[config.mk]
export PLATFORM = sky130hd
export DESIGN_NAME = intt_ctrl
export DESIGN_NICKNAME = d
export VERILOG_FILES = /design/src/source/intt_pkg.sv /design/src/source/intt_ctrl.sv
export VERILOG_INCLUDE_DIRS = /design/src /design/src/include
export SDC_FILE = /design/constraint.sdc
export NUM_CORES = 1
export LEC_CHECK = 0
export BUFFER_PORTS_ARGS = -buffer_cell sky130_fd_sc_hd__clkbuf_2
export CORE_AREA = 2 2 400 402
export CTS_CLUSTER_SIZE = 30
export DETAILED_ROUTE_END_ITERATION = 7
export DIE_AREA = 0 0 402 404
export PLACE_DENSITY = 0.33
export SETUP_SLACK_MARGIN = 0.02
export SLEW_MARGIN = 30
export SYNTH_ARGS = -nofsm -noshare
export SYNTH_HDL_FRONTEND = slang
export SYNTH_SLANG_ARGS = --single-unit
[constraint.sdc]
create_clock -name clk -period 15.15 [get_ports clk]
set_input_delay 1.515 -clock clk [delete_from_list [all_inputs] [get_ports clk]]
set_output_delay 1.515 -clock clk [all_outputs]
set_load 0.01 [all_outputs]
[src/include/intt_config.svh]
`ifndef INTT_CONFIG_SVH
`define INTT_CONFIG_SVH

// modulus of the coefficient ring.
`define INTT_Q 7681

`define INTT_COEFF_W 16

// lanes per block, also the number of blocks per frame.
`define INTT_N 16
`define INTT_LOG_N 4

// 62 has order 512 mod q, so 62^32 has order 16.
`define INTT_W_INV 7154

// 16 * 7201 = 15 * 7681 + 1.
`define INTT_N_INV 7201

// four butterfly stages plus the scaling stage.
`define INTT_CORE_LAT 5

`endif

[src/source/intt_pkg.sv]
`include "intt_config.svh"

package intt_pkg;

	typedef logic [`INTT_COEFF_W-1:0] coeff_t;
	typedef logic [`INTT_LOG_N-1:0] lane_idx_t;

	typedef struct packed
	{
		coeff_t [`INTT_N-1:0] lane;
	} coeff_block_t;

	function automatic lane_idx_t bitrev4(input lane_idx_t i);
		return {i[0], i[1], i[2], i[3]};
	endfunction

	function automatic coeff_t mod_add(input coeff_t a, input coeff_t b);
		logic [`INTT_COEFF_W:0] s;
		s = a + b;
		if (s >= `INTT_Q)
		begin
			s = s - `INTT_Q;
		end
		return coeff_t'(s);
	endfunction

	function automatic coeff_t mod_sub(input coeff_t a, input coeff_t b);
		if (a >= b)
		begin
			return coeff_t'(a - b);
		end
		return coeff_t'(a + `INTT_Q - b);
	endfunction

	function automatic coeff_t mod_mul(input coeff_t a, input coeff_t b);
		logic [2*`INTT_COEFF_W-1:0] p;
		p = a * b;
		return coeff_t'(p % `INTT_Q);
	endfunction

	// W^(j << stage) for butterfly idx of a decimation-in-frequency stage.
	function automatic coeff_t twiddle(input int stage, input int idx);
		int h;
		int e;
		coeff_t r;
		h = (`INTT_N / 2) >> stage;
		e = (idx % h) << stage;
		r = 1;
		for (int n = 0; n < e; n++)
		begin
			r = mod_mul(r, coeff_t'(`INTT_W_INV));
		end
		return r;
	endfunction

endpackage

[src/source/intt_ctrl.sv]
`include "intt_config.svh"

module intt_ctrl
	import intt_pkg::*;
(
	input  logic         clk,
	input  logic         rst,
	input  logic         in_req,
	input  coeff_block_t in_block,
	output logic         in_ack,
	output logic         out_req,
	output coeff_block_t out_block,
	input  logic         out_ack,
	output logic         wr_en,
	output lane_idx_t    wr_row,
	output coeff_block_t wr_block,
	output lane_idx_t    rd_col,
	output logic         core_valid,
	input  logic         res_valid,
	input  coeff_block_t res_block
);

	typedef enum logic [2:0]
	{
		S_FILL,
		S_FILL_ACK,
		S_READ,
		S_WAIT,
		S_OUT,
		S_OUT_REL
	} state_t;

	state_t    state;
	lane_idx_t blk_cnt;
	lane_idx_t out_cnt;

	assign in_ack  = (state == S_FILL_ACK);
	assign out_req = (state == S_OUT);

	assign wr_en  = (state == S_FILL) && in_req; // write on the edge that raises in_ack.
	assign wr_row = bitrev4(blk_cnt);
	assign rd_col = bitrev4(out_cnt);

	always_comb
	begin
		for (int k = 0; k < `INTT_N; k++)
		begin
			wr_block.lane[k] = in_block.lane[bitrev4(lane_idx_t'(k))];
		end
	end

	always_ff @(posedge clk)
	begin
		if (rst)
		begin
			state      <= S_FILL;
			blk_cnt    <= '0;
			out_cnt    <= '0;
			core_valid <= 1'b0;
		end
		else
		begin
			core_valid <= (state == S_READ); // buffer data is valid one cycle after the read.
			case (state)
				S_FILL:
					if (in_req)
					begin
						state <= S_FILL_ACK;
					end
				S_FILL_ACK:
					if (!in_req)
					begin
						blk_cnt <= blk_cnt + 1'b1; // wraps to 0 after the last block.
						state   <= (blk_cnt == lane_idx_t'(`INTT_N - 1)) ? S_READ : S_FILL;
					end
				S_READ:
					state <= S_WAIT;
				S_WAIT:
					if (res_valid)
					begin
						state <= S_OUT;
					end
				S_OUT:
					if (out_ack)
					begin
						state <= S_OUT_REL;
					end
				S_OUT_REL:
					if (!out_ack)
					begin
						out_cnt <= out_cnt + 1'b1;
						state   <= (out_cnt == lane_idx_t'(`INTT_N - 1)) ? S_FILL : S_READ;
					end
				default:
					state <= S_FILL;
			endcase
		end
	end

	// holding register, stable for the whole output handshake.
	always_ff @(posedge clk)
	begin
		if (state == S_WAIT && res_valid)
		begin
			out_block <= res_block;
		end
	end

endmodule

==> run_results.csv, run 1 <==
group,metric,value,unit
cts,path_clk_slew,0.05,ns
run_status,run_status,"complete, no violations",
power_and_ir_drop,cellPowerDensity,129,nW/um2
floorplan,num_rows,146,
layout,drive_gt1_share,64.0,%
layout,area_growth,44.1,%
synthesis,ys_types,27,
cts,clock_latency,0.58,ns
cts,cts_setup_buffers,0,
power_and_ir_drop,ir_drop,0.0589,mV
critical_path,cp-end-kind,"output pin",
cts,cts_buffers,37,
floorplan,die_w,402,um
sta,finalHoldViolCount,0,
route,drtAntennaViolNets,0,
sta,rsz0062_at_grt,"no",
min_path,min_path_type,"register to register",
floorplan,dieArea,162000,um2
synthesis,ys_seq_elements,268,
sta,max_freq,240,MHz
synthesis,seq_area_frac_synth,77.6,%
synthesis,synth_top_area_cell,"edfxtp_1",
synthesis,syn-num-nets,1096,
critical_path,crit_required,13.64,ns
power_and_ir_drop,p_sw,0.490,mW
layout,final_cell_mix,"clkbuf_2 (528), edfxtp_1 (256), clkbuf_16 (38)",
route,wl,71600,um
critical_path,critical_path_class,"primary input to output pin",
floorplan,io_pins,1041,
layout,nNetsFinal,1409,
route,via_count,6235,
layout,nFillCells,18200,
power_and_ir_drop,pwr-share-seq,46.8,%
layout,final_common_cell,"clkbuf_2",
grt,grt_pass1_vias,6249,
synthesis,yosys_warnings,0,
cts,cts_hold_buf,0,
power_and_ir_drop,internal-power,1.41,mW
layout,stdcell_area,14700,um2
grt,grt_max_degree,70,
cts,clk_path_buf_depth,3,
critical_path,worstPathArrival,2.65,ns
floorplan,fp.coreArea,158000,um2
sta,clock_skew,0.0579,ns
placement,portBuffers,528,
synthesis,syn_inst,577,
sta,slew_viol_final,0,
grt,antenna_found_initial,39,
power_and_ir_drop,pwr-share-clk,44.0,%
cts,cts_max_level,2,
sta,setup_viol,0,
grt,grt_pass1_wl,85200,um
sta,finalSetupTns,0,ns
sta,worstMarginPinSlew,0.904,ns
route,drc,0,
sta,layout_worst_path_cycle_share,27.5,%
floorplan,die_h,404,um
synthesis,synth_top_area_share,75.3,%
critical_path,critPathMaxFanout,3,
route,dr.pass1.iters,4,
cts,cts.sinks,268,
synthesis,synth_area_leaders,"edfxtp_1 (75%), buf_4 (19%), dfxtp_1 (2.4%)",
sta,max-slew-margin-rel,39.7,%
cts,cts_root_buf,"clkbuf_16",
power_and_ir_drop,leakage,5.30,nW
floorplan,initial_utilization,6.47,%
grt,grt-ovfl-total,0,
power_and_ir_drop,comb_power_share,9.2,%
power_and_ir_drop,p_sw_share,25.8,%
placement,postPlaceCellArea,13600,um2
critical_path,start_kind,"primary input",
synthesis,syn_area,10200,um2
placement,hpwl,64200,um
route,drtIter0Drc,310,
synthesis,avgSynthCellArea,17.7,um2
cts,cts_resized,0,
route,viasPerCell,2.08,
flow_run,drv_cap,0,
cts,cts_tree,"built",
grt,grtUsageTotal,8.39,%
route,detail_route.wl_per_cell,23.9,um
sta,fin_crit,4.16,ns
placement,gp_congestion,0.866,
## routing by layer
metal  global-route usage, %  share of wire [%]  vias to the layer above  wire length (um)
met2                    14.6                 49                      737             35300
met1                    7.60                 31                     2894             22000
li1                        -                  -                     2420                 -
met3                    6.07                 16                      178             11600
met4                    2.77                3.6                        6              2600
met5                       0              0.057                        -                41
## cell families (layout without fill, tap and decap cells)
kind of cell             Yosys count  after routing  share of synthesized area, %
AO/OA/AOI/OAI                      8              8                         0.600
XOR/XNOR                           8              8                         0.686
adder cells (fa/ha/maj)            2              2                         0.245
buffers and inverters            259            599                          19.0
flip-flops                       268            268                          77.6
multiplexers                       2              2                         0.196
other                              0              3                             0
AND/OR/NAND/NOR                   30             30                          1.68
## power groups by stage
stage	Sequential (mW)	Clock (mW)	Combinational, mW
finish	0.889	0.835	0.174
global route	0.894	0.906	0.188
CTS	0.890	0.881	0.181
detailed placement	0.905	0	0.180
global placement	0.906	0	0.181
floorplan	0.934	0	0.114
## flip-flops by register name, summed over array words and instances (netlist names)
name        flops
state           3
blk_cnt         4
out_cnt         4
core_valid      1
out_block     256
## cells in the mapped netlist, drive strengths merged
library cell	number
buf	257
o21ai	2
dfxtp	12
nor2	13
edfxtp	256
a211oi	1
a21oi	1
xnor2	2
o22ai	2
nand2b	2
nor3b	1
and4bb	1
inv	1
a31oi	1
xor2	6
nor4b	1
nand4	3
a211o	1
or2	1
nor3	2
nor2b	2
mux2i	2
nand3	1
ha	2
clkbuf	1
nand2	3
## worst paths after layout
| kind | start | slack (ns) | cells after the start | endpoint |
|---|---|---|---|---|
| max | in_req | 10.99 | 3 | wr_en |
| min | out_cnt[3] | 0.55 | 2 | out_cnt[3] |
| max reg2reg | state[0] | 11.81 | 4 | out_block[35] |
| min reg2reg | out_cnt[3] | 0.55 | 2 | out_cnt[3] |
## layout make-up
| type | count | area [um2] | area share (%) |
|---|---|---|---|
| antenna | 3 | 7.51 | 0.0510 |
| sequential | 268 | 7930 | 53.9 |
| timing repair buffer | 532 | 2670 | 18.2 |
| clock buffer | 47 | 985 | 6.69 |
| tap | 2072 | 2590 | 17.6 |
| multi-input combinational | 50 | 355 | 2.41 |
| inverter | 1 | 3.75 | 0.0255 |
| clock inverter | 19 | 173 | 1.17 |
## through the flow
step	setup WS, ns	utilization (%)	hold slack, ns	std cells	power (mW)
2_1_floorplan	1.97	-	0.559	577	1.05
3_3_place_gp	10.78	8.59	0.530	2923	1.09
3_5_place_dp	10.80	8.59	0.537	2923	1.09
4_1_cts	10.93	9.32	0.553	2989	1.95
5_1_grt	10.89	9.32	0.594	2989	1.99
6_report	10.99	9.32	0.548	2992	1.90
## critical path: stages
cell      delay [ns]
clkbuf_2        0.14
nor3b_1         0.71
clkbuf_2        0.28
No activity file was read; power rests on OpenSTA's default activity.
==> run 2, diff against run 1 <==
--- a/config.mk
+++ b/config.mk
@@ -6,11 +6,12 @@
 export SDC_FILE = /design/constraint.sdc
 export NUM_CORES = 1
 export LEC_CHECK = 0
+export ABC_AREA = 1
 export BUFFER_PORTS_ARGS = -buffer_cell sky130_fd_sc_hd__clkbuf_2
-export CORE_AREA = 2 2 400 402
+export CORE_AREA = 2 2 402 404
 export CTS_CLUSTER_SIZE = 30
 export DETAILED_ROUTE_END_ITERATION = 7
-export DIE_AREA = 0 0 402 404
+export DIE_AREA = 0 0 404 406
 export PLACE_DENSITY = 0.33
 export SETUP_SLACK_MARGIN = 0.02
 export SLEW_MARGIN = 30
==> constraint.sdc (replaced) <==
create_clock -name clk -period 3.94 [get_ports clk]
set_input_delay 0.394 -clock clk [delete_from_list [all_inputs] [get_ports clk]]
set_output_delay 0.394 -clock clk [all_outputs]
set_load 0.01 [all_outputs]
==> run 2 against run 1 <==
  * Combinational power grew to 5.5 times the previous value
  * Critical path depth shrank 1
  * Sequential power grew to 3.8 times the previous value
  * Worst hold slack lost 0.48 ns
==> run_results.csv, run 2 <==
group,metric,value,unit
run_status,run_status,"complete, no violations",
sta,finalSetupTns,0,ns
sta,clock_skew,0.0332,ns
route,dr.pass1.iters,4,
layout,nFillCells,18300,
synthesis,synth_fa_ha_area_share,0.243,%
sta,setup_viol,0,
sta,finalHoldViolCount,0,
layout,final_cell_mix,"clkbuf_2 (528), edfxtp_1 (256), dlygate4sd3_1 (254)",
power_and_ir_drop,leakage,6.48,nW
critical_path,rrSetupSlack,1.67,ns
route,detail_route.wl_per_cell,24.0,um
floorplan,die_w,404,um
synthesis,synthTopCellsByCount,"buf_4 (258), edfxtp_1 (256), nand2_1 (16)",
synthesis,synth_compound_area_share,0.692,%
critical_path,crit_slowest_cell,"nor4_2",
flow_run,drv_cap,0,
grt,grt_max_degree,89,
synthesis,yosys.area_share.simple,2.74,%
cts,cts_buffers,38,
critical_path,start_kind,"register",
power_and_ir_drop,p_sw,2.08,mW
layout,nNetsFinal,1696,
power_and_ir_drop,ir_drop,0.362,mV
power_and_ir_drop,internal-power,5.78,mW
sta,worstMarginPinSlew,0.762,ns
critical_path,critPathMaxFanout,9,
critical_path,worstPathBufferInverterCount,1,
synthesis,avgSynthCellArea,17.0,um2
placement,gp_congestion,0.807,
grt,grt_pass1_vias,7413,
cts,cts_tree,"built",
sta,fin_crit,2.53,ns
critical_path,crit_family,"simple AND/OR/NAND/NOR gates",
layout,final_common_cell,"clkbuf_2",
route,drtAntennaViolNets,0,
power_and_ir_drop,pwr-share-seq,43.2,%
sta,slew_viol_final,0,
synthesis,synth_ff_type,"edfxtp_1",
route,drtIter0Drc,288,
cts,clock_latency,0.59,ns
synthesis,synth-edff-count,256,
power_and_ir_drop,cellPowerDensity,449,nW/um2
critical_path,startpoint,"state[2]",
floorplan,num_rows,147,
cts,cts.sinks,268,
sta,rsz0062_at_grt,"no",
sta,setup_ws,1.41,ns
cts,clk_path_buf_depth,3,
synthesis,seq_area_frac_synth,76.9,%
cts,cts_resized,0,
synthesis,syn-num-nets,1127,
sta,layout_worst_path_cycle_share,64.3,%
critical_path,slowest_delay,0.75,ns
synthesis,synth.most_common_cell,"buf_4",
grt,grt_pass1_wl,93600,um
placement,hpwl,70000,um
cts,cts_hold_buf,254,
floorplan,initial_utilization,6.46,%
cts,path_clk_slew,0.05,ns
synthesis,synth_xor_area_share,0.170,%
min_path,min_path_type,"primary input to register",
synthesis,synthMuxAreaShare,0,%
grt,grtUsageTotal,9.14,%
placement,portBuffers,528,
grt,antenna_found_initial,57,
grt,grt-ovfl-total,0,
layout,biggestRegsByFlops,"out_block (256), blk_cnt (4), out_cnt (4)",
floorplan,fp.coreArea,160000,um2
synthesis,ys_seq_elements,268,
critical_path,crit_required,3.55,ns
critical_path,r2r-start,"state[1]",
floorplan,dieArea,164000,um2
route,via_count,7276,
floorplan,die_h,406,um
layout,largest_reg_flops,256,
power_and_ir_drop,comb_power_share,12.2,%
sta,max-slew-margin-rel,48.8,%
floorplan,io_pins,1041,
layout,drive_gt1_share,50.1,%
placement,dpl_worst_slack,1.59,ns
synthesis,async_flop_share,0,%
cts,cts_root_buf,"clkbuf_16",
synthesis,synth_top_area_share,74.6,%
cts,cts_setup_buffers,0,
route,viasPerCell,2.21,
route,wl,79100,um
sta,worst_hold_slack,0.0634,ns
critical_path,cp-end-kind,"output pin",
power_and_ir_drop,p_sw_share,26.5,%
power_and_ir_drop,pwr-share-clk,44.6,%
critical_path,crit_chain,"nor4_2, clkbuf_2",
min_path,hp-start,"res_block[19]",
sta,max_freq,395,MHz
layout,regMostFlops,"out_block",
synthesis,synth_top_area_cell,"edfxtp_1",
synthesis,synth_top_family_by_area,"buffers and inverters",
route,drc,0,
synthesis,synth_area_leaders,"edfxtp_1 (75%), buf_4 (19%), dfxtp_1 (2.3%)",
critical_path,worstPathArrival,2.14,ns
cts,cts_max_level,2,
critical_path,critical_path_class,"register to output pin",
synthesis,ys_types,25,
layout,area_growth,69.7,%
synthesis,yosys_warnings,0,
synthesis,syn_inst,608,
synthesis,syn_area,10300,um2
[run 2: cell count changes after synthesis, moves of 4 or more]
| cell | change |
|---|---|
| xor2_1 | -6 |
| nand2_1 | +13 |
| nand3_1 | +9 |
| nor2_2 | +4 |
| inv_1 | +9 |
| a21oi_1 | +5 |
[run 2: power groups by stage]
stage / sequential, mW / combinational [mW] / clock (mW)
floorplan: 3.50 / 0.529 / 0
global placement: 3.45 / 0.748 / 0
detailed placement: 3.45 / 0.750 / 0
CTS: 3.40 / 1.00 / 3.72
global route: 3.41 / 1.05 / 3.79
finish: 3.39 / 0.957 / 3.50
[run 2: cell type report]
cell class	instances	area (um2)	share of cell area, %
inverter	13	48.8	0.279
sequential	268	7930	45.3
clock buffer	49	1010	5.79
timing repair buffer	787	5260	30.1
tap	2086	2610	14.9
multi-input combinational	69	422	2.41
antenna	9	22.5	0.129
clock inverter	14	188	1.07
[run 2: metal layers]
layer  part of all wire, %  track usage [%]
met2                    49             15.8
met3                    20             8.30
met5                  0.12                0
met1                    28             7.50
met4                   3.2             2.55
[run 2: logic make-up (layout without fill, tap and decap cells)]
logic type	Yosys count	after routing
and+or+nand+nor	52	52
adders and majority gates	2	2
other	0	9
buffers and inverters	271	863
xor gates and xnor gates	2	2
DFF	268	268
AOI/OAI and AO/OA	13	13
[run 2: final timing paths]
check,endpoint,cells past startpoint
setup / recovery,wr_en,2
hold / removal,out_block[19],1
setup reg to reg,out_block[100],3
hold reg to reg,out_cnt[0],2
[run 2: stage by stage]
step	std cells	area (um2)	power (mW)	utilization (%)
floorplan	608	10300	4.03	-
global placement	2969	13700	4.20	8.60
detailed placement	2969	13700	4.20	8.60
CTS	3286	17500	8.11	10.9
global route	3286	17500	8.25	10.9
finish	3295	17500	7.85	11.0
[run 2: worst register-to-register path: cells and delay by family, from the launching register on]
kind | cells | cell delay, ns
buffers and inverters | 1 | 0.62
flip-flops | 1 | 0.49
AND/OR/NAND/NOR | 2 | 0.71
